--- config.mk ---
export PLATFORM = sky130hd
export DESIGN_NAME = mmuTop
export DESIGN_NICKNAME = d
export VERILOG_FILES = /design/src/rtl/mmuPkg.sv /design/src/rtl/tlbArray.sv /design/src/rtl/keyringMatch.sv /design/src/rtl/accessCheck.sv /design/src/rtl/mmuTop.sv
export VERILOG_INCLUDE_DIRS = /design/src /design/src/rtl
export SDC_FILE = /design/constraint.sdc
export NUM_CORES = 1
export LEC_CHECK = 0
export ABC_AREA = 0
export BUFFER_PORTS_ARGS = -buffer_cell sky130_fd_sc_hd__buf_4
export CORE_UTILIZATION = 52
export DETAILED_ROUTE_END_ITERATION = 8
export GPL_TIMING_DRIVEN = 0
export PLACE_DENSITY = 0.73
export SYNTH_ARGS = -nofsm -noshare
export SYNTH_HDL_FRONTEND = slang
export SYNTH_HIERARCHICAL = 1
export SYNTH_SLANG_ARGS = --single-unit
--- constraint.sdc ---
create_clock -name clock -period 6.9 [get_ports clock]
set_input_delay 0.69 -clock clock [delete_from_list [all_inputs] [get_ports clock]]
set_output_delay 0.69 -clock clock [all_outputs]
set_load 0.02 [all_outputs]
--- src/rtl/mmu_consts.svh ---
// Sizes, field positions and codes for the MMU checker; four TLB entries and four keys are fixed
`ifndef MMU_CONSTS_SVH
`define MMU_CONSTS_SVH

`define TLB_ENTRIES  4          // Fully associative entries
`define VPN_BITS     20         // Virtual page number width

`define KR_KEYS      4          // Keys in the keyring register
`define KEY_BITS     16         // Width of one key

`define ACC_VUGID    31:16      // Page owner id
`define VUGID_GRP    15:10      // Group part of a VUGID or key
`define VUGID_USR    9:0        // User part of a VUGID or key
`define ACC_OTHER    15:13      // X/W/R for everyone else
`define ACC_GROUP    12:10      // X/W/R for group members
`define ACC_USER     9:7        // X/W/R for the owner
`define ACC_KRMODE   6:4        // Keyring checking mode

// Base bits and mask bits share positions
`define BIT_NU       3
`define BIT_NX       2
`define BIT_NW       1
`define BIT_NR       0

`define KR_X         2          // Grant bits inside a 3-bit access field
`define KR_W         1
`define KR_R         0

`define SR_SUPER     30         // Supervisor mode
`define SR_ISR_A     29
`define SR_ISR_B     28
`define MMCR_EN      0          // MMU enable
`define OPM_WR       5          // Operation writes
`define OPM_RD       4          // Operation reads

`define EXC_NONE     16'h0000
`define EXC_TLBMISS  16'hA001
`define EXC_ACCESS   16'hA002

`endif

--- src/rtl/mmuPkg.sv ---
// Vector types shared by RTL and testbench; field positions inside the words live in the consts header
`include "mmu_consts.svh"

package mmuPkg;

	// Access-mode word of one page
	//   [31:16] VUGID, group in [15:10] and user in [9:0]
	//   [15:13] other X/W/R
	//   [12:10] group X/W/R
	//   [ 9: 7] user X/W/R
	//   [ 6: 4] keyring mode
	//   [ 3: 0] NU, NX, NW, NR
	typedef logic [31:0] accMode_t;

	// Four 16-bit keys, key A lowest; a zero key is an empty slot
	typedef logic [`KR_KEYS*`KEY_BITS-1:0] keyring_t;

	// X, W, R grant, high to low
	typedef logic [2:0] krAcc_t;

	// Deny mask
	//   5 Resv, 4 Hold, both held at zero here
	//   3 NU, 2 NX, 1 NW, 0 NR
	typedef logic [5:0] noRwx_t;

	typedef logic [15:0] excCode_t;     // Exception code, zero when none

	typedef logic [`VPN_BITS-1:0] vpn_t; // Virtual page number

endpackage

--- src/rtl/tlbArray.sv ---
// Lookup result is registered one cycle after reqValid; a load in the same cycle is not seen yet
`timescale 1ns/1ns
`include "mmu_consts.svh"

module tlbArray
(
	input  logic                               clock,
	input  logic                               rst,

	input  logic                               loadValid,
	input  logic [$clog2(`TLB_ENTRIES)-1:0]    loadIndex,
	input  mmuPkg::vpn_t                       loadVpn,
	input  mmuPkg::accMode_t                   loadAcc,

	input  logic                               reqValid,
	input  mmuPkg::vpn_t                       reqVpn,
	input  logic [7:0]                         reqOpm,
	input  mmuPkg::keyring_t                   krr,
	input  logic [63:0]                        sr,
	input  logic [63:0]                        mmcr,

	output logic                               lookValid,
	output logic                               lookHit,
	output mmuPkg::accMode_t                   lookAcc,
	output mmuPkg::keyring_t                   lookKrr,
	output logic [63:0]                        lookSr,
	output logic [63:0]                        lookMmcr,
	output logic [7:0]                         lookOpm
);

	import mmuPkg::*;

	logic [`TLB_ENTRIES-1:0] entValid;          // Entry holds a page
	vpn_t                    entVpn [`TLB_ENTRIES];
	accMode_t                entAcc [`TLB_ENTRIES];

	logic                    hitNext;
	accMode_t                accNext;

	// Load port
	always_ff @(posedge clock)
	begin
		if (rst)
			entValid <= '0;
		else if (loadValid)
			entValid[loadIndex] <= 1'b1;
	end

	always_ff @(posedge clock)
	begin
		if (loadValid)
		begin
			entVpn[loadIndex] <= loadVpn;
			entAcc[loadIndex] <= loadAcc;
		end
	end

	// Parallel compare, scanned from the top so the lowest index wins
	always_comb
	begin
		hitNext = 1'b0;
		accNext = '0;
		for (int i = `TLB_ENTRIES - 1; i >= 0; i--)
		begin
			if (entValid[i] && (entVpn[i] == reqVpn))
			begin
				hitNext = 1'b1;
				accNext = entAcc[i];
			end
		end
	end

	// Stage 1 control
	always_ff @(posedge clock)
	begin
		if (rst)
		begin
			lookValid <= 1'b0;
			lookHit   <= 1'b0;
		end
		else
		begin
			lookValid <= reqValid;                  // One-cycle strobe
			if (reqValid)
				lookHit <= hitNext;
		end
	end

	// Request context travels with its lookup result
	always_ff @(posedge clock)
	begin
		if (reqValid)
		begin
			lookAcc  <= accNext;
			lookKrr  <= krr;
			lookSr   <= sr;
			lookMmcr <= mmcr;
			lookOpm  <= reqOpm;
		end
	end

endmodule

--- src/rtl/keyringMatch.sv ---
// Purely combinational; empty keys never match and a user match counts only with its group
`timescale 1ns/1ns
`include "mmu_consts.svh"

module keyringMatch
(
	input  mmuPkg::accMode_t acc,
	input  mmuPkg::keyring_t krr,
	output mmuPkg::krAcc_t   krAccFl,
	output logic             krEnA
);

	logic [`KEY_BITS-1:0] vugid;
	logic [`KEY_BITS-1:0] key;
	logic                 keyEn;
	logic                 grpEq;                    // Some key shares the group
	logic                 usrEq;                    // Some key matches group and user

	assign vugid = acc[`ACC_VUGID];

	always_comb
	begin
		grpEq = 1'b0;
		usrEq = 1'b0;
		key   = '0;
		keyEn = 1'b0;
		for (int k = 0; k < `KR_KEYS; k++)
		begin
			key   = krr[k*`KEY_BITS +: `KEY_BITS];
			keyEn = (key != '0);
			if (keyEn && (key[`VUGID_GRP] == vugid[`VUGID_GRP]))
			begin
				grpEq = 1'b1;
				if (key[`VUGID_USR] == vugid[`VUGID_USR])
					usrEq = 1'b1;
			end
		end
	end

	// Most specific field wins
	always_comb
	begin
		if (usrEq)
			krAccFl = acc[`ACC_USER];
		else if (grpEq)
			krAccFl = acc[`ACC_GROUP];
		else
			krAccFl = acc[`ACC_OTHER];
	end

	// Key A present turns keyring checking on
	assign krEnA = (krr[`KEY_BITS-1:0] != '0);

endmodule

--- src/rtl/accessCheck.sv ---
// Result registered one cycle after lookValid; an exception always comes with a zero mask
`timescale 1ns/1ns
`include "mmu_consts.svh"

module accessCheck
(
	input  logic             clock,
	input  logic             rst,

	input  logic             lookValid,
	input  logic             lookHit,
	input  mmuPkg::accMode_t lookAcc,
	input  logic [63:0]      lookSr,
	input  logic [63:0]      lookMmcr,
	input  logic [7:0]       lookOpm,
	input  mmuPkg::krAcc_t   krAccFl,
	input  logic             krEnA,

	output logic             respValid,
	output mmuPkg::noRwx_t   respNoRwx,
	output mmuPkg::excCode_t respExc
);

	import mmuPkg::*;

	logic     mmuEn;
	logic     usDeny;                               // User access to a supervisor page
	noRwx_t   nextNoRwx;
	excCode_t nextExc;

	// Both ISR bits switch checking off inside interrupt handlers
	assign mmuEn  = lookMmcr[`MMCR_EN] && !(lookSr[`SR_ISR_A] && lookSr[`SR_ISR_B]);
	assign usDeny = lookAcc[`BIT_NU] && !lookSr[`SR_SUPER];

	always_comb
	begin
		nextNoRwx = '0;
		nextExc   = `EXC_NONE;

		if (krEnA)
		begin
			case (lookAcc[`ACC_KRMODE])
				3'd0:
				begin
					nextNoRwx[`BIT_NX] = 1'b1;      // Deny all
					nextNoRwx[`BIT_NW] = 1'b1;
					nextNoRwx[`BIT_NR] = 1'b1;
				end
				3'd1:
				begin
					nextNoRwx[`BIT_NX] = !krAccFl[`KR_X];
					nextNoRwx[`BIT_NW] = !krAccFl[`KR_W];
					nextNoRwx[`BIT_NR] = !krAccFl[`KR_R];
				end
				3'd2:
					nextExc = `EXC_ACCESS;
				3'd3:
				begin
					// Trap on the operation itself instead of masking
					if (lookOpm[`OPM_WR] && !krAccFl[`KR_W])
						nextExc = `EXC_ACCESS;
					if (lookOpm[`OPM_RD] && !krAccFl[`KR_R])
						nextExc = `EXC_ACCESS;
				end
				default:
					nextExc = `EXC_ACCESS;          // Reserved modes
			endcase
		end

		// Base bits add to the keyring result
		if (usDeny)
			nextNoRwx[`BIT_NU] = 1'b1;
		if (lookAcc[`BIT_NX] || usDeny)
			nextNoRwx[`BIT_NX] = 1'b1;
		if (lookAcc[`BIT_NW] || usDeny)
			nextNoRwx[`BIT_NW] = 1'b1;
		if (lookAcc[`BIT_NR] || usDeny)
			nextNoRwx[`BIT_NR] = 1'b1;

		if (nextExc != `EXC_NONE)
			nextNoRwx = '0;

		if (!lookHit)
		begin
			nextNoRwx = '0;
			nextExc   = `EXC_TLBMISS;
		end

		// Disabled MMU overrides everything, misses included
		if (!mmuEn)
		begin
			nextNoRwx = '0;
			nextExc   = `EXC_NONE;
		end
	end

	// Stage 2
	always_ff @(posedge clock)
	begin
		if (rst)
		begin
			respValid <= 1'b0;
			respNoRwx <= '0;
			respExc   <= `EXC_NONE;
		end
		else
		begin
			respValid <= lookValid;
			respNoRwx <= lookValid ? nextNoRwx : noRwx_t'(0);   // Zero between responses
			respExc   <= lookValid ? nextExc : excCode_t'(`EXC_NONE);
		end
	end

endmodule

--- src/rtl/mmuTop.sv ---
// Response comes exactly two cycles after reqValid with no back-pressure; loads take one edge
`timescale 1ns/1ns
`include "mmu_consts.svh"

module mmuTop
(
	input  logic                               clock,
	input  logic                               rst,

	input  logic                               loadValid,
	input  logic [$clog2(`TLB_ENTRIES)-1:0]    loadIndex,
	input  mmuPkg::vpn_t                       loadVpn,
	input  mmuPkg::accMode_t                   loadAcc,

	input  logic                               reqValid,
	input  mmuPkg::vpn_t                       reqVpn,
	input  logic [7:0]                         reqOpm,
	input  mmuPkg::keyring_t                   krr,
	input  logic [63:0]                        sr,
	input  logic [63:0]                        mmcr,

	output logic                               respValid,
	output mmuPkg::noRwx_t                     respNoRwx,
	output mmuPkg::excCode_t                   respExc
);

	import mmuPkg::*;

	logic        lookValid;
	logic        lookHit;
	accMode_t    lookAcc;
	keyring_t    lookKrr;
	logic [63:0] lookSr;
	logic [63:0] lookMmcr;
	logic [7:0]  lookOpm;
	krAcc_t      krAccFl;                           // Selected X/W/R field
	logic        krEnA;

	tlbArray uTlb
	(
		.clock     (clock),
		.rst       (rst),
		.loadValid (loadValid),
		.loadIndex (loadIndex),
		.loadVpn   (loadVpn),
		.loadAcc   (loadAcc),
		.reqValid  (reqValid),
		.reqVpn    (reqVpn),
		.reqOpm    (reqOpm),
		.krr       (krr),
		.sr        (sr),
		.mmcr      (mmcr),
		.lookValid (lookValid),
		.lookHit   (lookHit),
		.lookAcc   (lookAcc),
		.lookKrr   (lookKrr),
		.lookSr    (lookSr),
		.lookMmcr  (lookMmcr),
		.lookOpm   (lookOpm)
	);

	keyringMatch uKeyring
	(
		.acc     (lookAcc),
		.krr     (lookKrr),
		.krAccFl (krAccFl),
		.krEnA   (krEnA)
	);

	accessCheck uCheck
	(
		.clock     (clock),
		.rst       (rst),
		.lookValid (lookValid),
		.lookHit   (lookHit),
		.lookAcc   (lookAcc),
		.lookSr    (lookSr),
		.lookMmcr  (lookMmcr),
		.lookOpm   (lookOpm),
		.krAccFl   (krAccFl),
		.krEnA     (krEnA),
		.respValid (respValid),
		.respNoRwx (respNoRwx),
		.respExc   (respExc)
	);

endmodule

Yosys cells after proc, flatten, opt, wreduce, memory -nomap -nowiden

Memory sizes are Yosys's and may differ from the RTL's.
Cells that the tools add are included.

Bitwise logic cells: 4
Muxes and demuxes: 37
Equality and inequality tests: 14
$lt $le $gt $ge: 2
Reductions and logical operators: 32

Operators by type and width:

| cell                                                               | number |
|---|---|
| 2-to-1 mux 32 bit                                                  | 4 |
| equality test 20 bit                                               | 4 |
| nonzero test 16 bit                                                | 5 |
| 2-to-1 mux 16 bit                                                  | 4 |
| equality test 10 bit                                               | 4 |
| one-hot mux 16 bit (2 select lines)                                | 1 |
| equality test 6 bit                                                | 4 |
| 2-to-1 mux 1 bit                                                   | 23 |
| logical AND 1 bit                                                  | 14 |
| 2-to-1 mux 3 bit                                                   | 3 |
| one-hot mux 3 bit (2 select lines)                                 | 1 |
| logical NOT 1 bit                                                  | 5 |
| OR reduction 5 bit                                                 | 1 |
| OR 4 bit                                                           | 1 |
| OR reduction 4 bit                                                 | 1 |
| equality test 3 x 1 -> 1 bit (second input constant)               | 1 |
| equality test 3 x 2 -> 1 bit (second input constant)               | 1 |
| logical NOT 3 bit                                                  | 1 |
| logical OR 1 bit                                                   | 3 |
| less-than comparator 2 x 3 -> 1 bit (second input constant)        | 1 |
| NOT 1 bit                                                          | 3 |
| OR reduction 3 bit                                                 | 1 |
| demux 1 bit (select 2 bit)                                         | 1 |
| greater-or-equal comparator 2 x 1 -> 1 bit (second input constant) | 1 |
| OR reduction 2 bit                                                 | 1 |

Memory bits (writable): 208
Register bits: 163
Output and inout port bits: 23
Input port bits: 278
Memories kept: 2
Word-level logic and storage cells: 104

Memory list:

| memory      | depth | width | rd ports | clocked after memory_dff | wr ports | RTL line       | text |
|---|---|---|---|---|---|---|---|
| uTlb.entAcc | 4     | 32    | 4        | 0                        | 1        | tlbArray.sv:35 | `` accMode_t entAcc [`TLB_ENTRIES]; `` |
| uTlb.entVpn | 4     | 20    | 4        | 0                        | 1        | tlbArray.sv:34 | `` vpn_t entVpn [`TLB_ENTRIES]; `` |

Longest topological paths before layout

Depth after elaboration: 18
Depth in mapped cells: 9
Gate-level depth less buffers: 9

By module

The synthesis kept the hierarchy.

By module, submodules not included:

| module       | instances | area each (um^2) | seq. area each (um^2) | cells an instance |
|---|---|---|---|---|
| tlbArray     | 1         | 15778.9          | 13332.8               | 777 |
| keyringMatch | 1         | 939.7            | 0.0                   | 116 |
| accessCheck  | 1         | 464.2            | 160.2                 | 49 |

Worst setup path before layout

OpenSTA, ideal clock, no wires.

Kind: input to register
Start point: input port loadIndex[1]
End point: memory uTlb/entAcc[0][0] (netlist bit), enable pin
Stages: 1
Library setup time: 540 ps
Required time: 6360 ps
Path buffers: 0
Data arrival time: 4583 ps
Slack: 1777 ps
Cells stage by stage: nor3b_1

RTL lines:

| item               | RTL line       | text |
|---|---|---|
| start: declaration | mmuTop.sv:11   | `` input logic [$clog2(`TLB_ENTRIES)-1:0] loadIndex, `` |
| end: declaration   | tlbArray.sv:35 |  |

No word-level cell before the write port.

Final worst setup path

Start point: register uTlb.lookKrr[11]
End point: register uCheck.respNoRwx[1]

Cells in the longest elaborated chain, start to end: 18
Elaborated cells between the ends (all ways): 29
Classes of those cells: eq/ne: 1; mux: 20; reduce/logical: 8

RTL lines:

| item                                 | RTL line                             | text |
|---|---|---|
| start: declaration                   | tlbArray.sv:25                       | `output mmuPkg::keyring_t lookKrr,` |
| start signal: assignment             | tlbArray.sv:95                       | `lookKrr <= krr;` |
| nonzero test 16 bit (*)              | keyringMatch.sv:52                   | `` assign krEnA = (krr[`KEY_BITS-1:0] != '0); `` |
| net krEnA                            | mmuTop.sv:37                         | `logic krEnA;` |
| logical AND 1 bit (*)                | keyringMatch.sv:31                   | `` if (keyEn && (key[`VUGID_GRP] == vugid[`VUGID_GRP])) `` |
| 2-to-1 mux 1 bit                     | keyringMatch.sv:31                   |  |
| 2-to-1 mux 1 bit                     | keyringMatch.sv:34                   | `` if (key[`VUGID_USR] == vugid[`VUGID_USR]) `` |
| 2-to-1 mux 1 bit                     | keyringMatch.sv:31                   |  |
| 2-to-1 mux 1 bit                     | keyringMatch.sv:34                   |  |
| 2-to-1 mux 1 bit                     | keyringMatch.sv:31                   |  |
| [... 3 more ...]                     | --                                   |  |
| net krAccFl[1]                       | mmuTop.sv:36                         | `krAcc_t krAccFl;` |
| logical NOT 1 bit (*)                | accessCheck.sv:52, accessCheck.sv:60 |  |
| logical AND 1 bit                    | accessCheck.sv:60                    | `` if (lookOpm[`OPM_WR] && !krAccFl[`KR_W]) `` |
| 2-to-1 mux 16 bit                    | accessCheck.sv:60                    |  |
| 2-to-1 mux 16 bit                    | accessCheck.sv:62                    | `` if (lookOpm[`OPM_RD] && !krAccFl[`KR_R]) `` |
| one-hot mux 16 bit (2 select lines)  | accessCheck.sv:42                    | `` case (lookAcc[`ACC_KRMODE]) `` |
| 2-to-1 mux 16 bit                    | accessCheck.sv:40                    | `if (krEnA)` |
| nonzero test 16 bit (no source line) | --                                   |  |
| OR reduction 5 bit (no source line)  | --                                   |  |
| end signal: assignment               | accessCheck.sv:109                   | `respNoRwx <= lookValid ? nextNoRwx : noRwx_t'(0);` |
| end: declaration                     | accessCheck.sv:20                    | `output mmuPkg::noRwx_t respNoRwx,` |

The timed path passes the listed nets; every way through them passes the cells marked *.
A chain may end at the register's enable or synchronous reset.

==> impl_metrics.sql <==
INSERT INTO impl_metrics (metric_group, metric, value, unit) VALUES
('run_status', 'outcome', 'finished clean', ''),
('final_layout', 'syn_to_final_growth', '20.9', '%'),
('timing', 'final_hold_viol_count', '0', ''),
('grt', 'grt_usage', '0.224', ''),
('yosys', 'netlist_instances', '812', ''),
('setup_path', 'worstPathCellList', 'nor4_2 > nand4_1 > nand4_1 > nand4_2 > mux2_1 > mux2_2 > nand2b_1 > a31oi_2 > nor3_1', ''),
('setup_path', 'worst_setup_path_end_kind', 'flop', ''),
('grt', 'maximum_number_of_pins_on_one_net_before_global_route_repair', '106', ''),
('clock_tree', 'cts_setup_buffers', '0', ''),
('final_layout', 'num_antenna_cells', '0', ''),
('grt', 'number_of_antenna_violations_at_the_first_check_in_global_routing', '0', ''),
('timing', 'tightest_slew', '1.31', 'ns'),
('clock_tree', 'cts_buf_count', '35', ''),
('setup_path', 'path_delay_family', 'simple AND/OR/NAND/NOR gates', ''),
('final_layout', 'fillerInstances', '1825', ''),
('setup_path', 'kind_of_start_point_of_the_critical_path', 'flop', ''),
('yosys', 'syn_avg_cell_area', '16.4', 'um2'),
('place', 'place.detailed.hpwl', '19.4', 'mm'),
('timing', 'slew_headroom', '0.124', ''),
('die', 'fp.dieH', '162', 'um'),
('final_layout', 'finish.instance_area', '16100', 'um2'),
('setup_path', 'critPathBufInv', '0', ''),
('final_layout', 'final-seq-area', '9590', 'um2'),
('timing', 'fin_crit', '2.91', 'ns'),
('timing', 'final-max-slew-violation-count', '0', ''),
('die', 'placement_rows', '58', ''),
('die', 'die_w', '162', 'um'),
('clock_tree', 'cts.clk_slew.worst_paths', '0.06', 'ns'),
('route', 'antenna_violating_nets_post_route', '0', ''),
('place', 'gp_congestion', '0.806', ''),
('grt', 'global_route_wire_length_before_repair', '43.3', 'mm'),
('power', 'irDropWorstVdd', '0.000268', 'V'),
('power', 'total_power', '4.36', 'mW'),
('power', 'powerDensity', '272', 'nW/um2'),
('power', 'p_leak', '5.69', 'nW'),
('clock_tree', 'cts_max_path_buffers', '3', ''),
('place', 'portBuffers', '145', ''),
('route', 'total_wire_length_after_detailed_routing', '28.7', 'mm'),
('setup_path', 'critPathMaxStageDelay', '0.42', 'ns'),
('die', 'design.core.area', '25100', 'um2'),
('clock_tree', 'post_cts_resized', '0', ''),
('die', 'io_pins', '301', ''),
('clock_tree', 'cts-htree-levels', '2', ''),
('setup_path', 'crit_slowest_cell', 'sky130_fd_sc_hd__edfxtp_1', ''),
('final_layout', 'nets', '1292', ''),
('setup_path', 'critPathKind', 'flop to flop', ''),
('die', 'dieArea', '26200', 'um2'),
('route', 'via_per_inst', '5.54', ''),
('timing', 'final_critical_path_share_of_the_clock_period', '0.422', ''),
('setup_path', 'worstPathRequired', '7.28', 'ns'),
('yosys', 'synthesis.area', '13300', 'um2'),
('route', 'dr_wl_met3', '1.98', 'mm'),
('timing', 'final-setup-viol-count', '0', ''),
('clock_tree', 'cts.hold.buffers_added', '0', ''),
('route', 'firstDrtPassIters', '5', ''),
('grt', 'globalRouteOverflowTotal', '0', ''),
('place', 'placed_cell_area', '15000', 'um2'),
('setup_path', 'crit_fanout', '4', ''),
('clock_tree', 'cts_tree', 'built', ''),
('hold_path', 'min_path_type', 'input port to flop', ''),
('clock_tree', 'clock-root-buffer', 'sky130_fd_sc_hd__clkbuf_16', ''),
('clock_tree', 'numClockSinks', '324', ''),
('route', 'met1Wirelength', '11.6', 'mm'),
('grt', 'via_count_of_the_first_global_routing_pass', '7711', ''),
('setup_path', 'critical_path_arrival', '3.30', 'ns'),
('route', 'vias', '7563', ''),
('timing', 'setup_repair_after_global_routing_missed_its_margin', 'false', ''),
('die', 'initial_core_util', '0.529', ''),
('final_layout', 'layout-drive-gt1-share', '0.282', ''),
('setup_path', 'critPathMostFrequentCell', 'sky130_fd_sc_hd__nand4_1', ''),
('route', 'highest-signal-layer', 'met4', ''),
('clock_tree', 'clock_insertion_delay_worst_skew', '0.52', 'ns'),
('final_layout', 'multiInputGateArea', '3400', 'um2'),
('yosys', 'ys_warn_count', '6', ''),
('route', 'drcViolationCount', '0', ''),
('route', 'drt_iter0_markers', '560', ''),
('timing', 'maxClockFrequency', '343', 'MHz'),
('route', 'met2_length', '14.3', 'mm'),
('flow_run', 'maxCapViolations', '0', ''),
('timing', 'worst_clock_skew', '0.0146', 'ns'),
('route', 'post_drt_wl_per_cell', '21.0', 'um');
## report_power, final
part | switching, mW | internal, mW | leakage [nW]
clock | 0.710 | 1.08 | 0.537
combinational | 0.127 | 0.122 | 2.12
sequential | 0.0523 | 2.27 | 3.04
total | 0.889 | 3.47 | 5.69
## layout by cell type (no fill, tap or decap), drive strengths merged
cell	n
clkinv	7
nor3b	3
dfxtp	14
nand3	5
a311oi	1
a221oi	32
a22oi	1
conb	14
buf	190
nor3	3
o22ai	3
nand4	27
a211oi	3
mux2	6
xor2	64
clkbuf	70
a21oi	1
and2	1
and3	37
nor2b	4
clkinvlp	1
and3b	1
a41oi	31
inv	1
bufinv	2
a31oi	1
nor2	75
nand2	7
nand2b	2
a31o	1
xnor2	80
nor4	36
edfxtp	310
o21ai	2
## metal layers
layer | vias to the layer above | track usage
met5 | - | 0
met4 | 0 | 0.0772
met1 | 3713 | 0.290
met2 | 289 | 0.377
li1 | 3511 | -
met3 | 50 | 0.0475
## area by class of cell
| cell class | instances | area share |
|---|---|---|
| Tap cell | 330 | 0.0257 |
| Clock inverter | 10 | 0.00616 |
| Multi-Input combinational cell | 441 | 0.212 |
| Clock buffer | 49 | 0.0623 |
| Inverter | 1 | 0.000234 |
| Timing Repair Buffer | 152 | 0.0743 |
| Sequential cell | 324 | 0.597 |
| Buffer | 59 | 0.0222 |
## worst paths after layout
path                          from             endpoint  slack [ns]  cells past startpoint
setup reg to reg  uTlb/lookKrr[11]  uCheck/respNoRwx[1]        3.99                      9
setup / recovery  uTlb/lookKrr[11]  uCheck/respNoRwx[1]        3.99                      9
hold / removal              krr[8]      uTlb/lookKrr[8]        0.35                      1
hold reg to reg     uTlb/lookValid     uCheck/respValid        0.47                      1
## per-stage QoR
stage	hold WS, ns	utilization	setup TNS, ns	std cells	worst slack (ns)
after global placement	0.441	0.591	-66.39	1300	-1.27
after CTS	0.335	0.639	0	1366	3.93
final	0.347	0.639	0	1366	3.99
after global routing	0.325	0.639	0	1366	3.84
after floorplan	0.432	-	0	825	1.78
after detailed placement	0.453	0.596	0	1307	3.61
## state kept, by name (all words and copies together) (netlist names)
| register | cells |
|---|---|
| uCheck/respExc | 3 |
| uTlb/lookKrr | 64 |
| uTlb/lookAcc | 32 |
| uTlb/lookOpm | 2 |
| uTlb/lookMmcr | 1 |
| uTlb/entVpn | 80 |
| uTlb/lookValid | 1 |
| uTlb/lookHit | 1 |
| uTlb/entAcc | 128 |
| uTlb/entValid | 4 |
| uTlb/lookSr | 3 |
| uCheck/respNoRwx | 4 |
| uCheck/respValid | 1 |
Power figures use the tool's default switching activity.
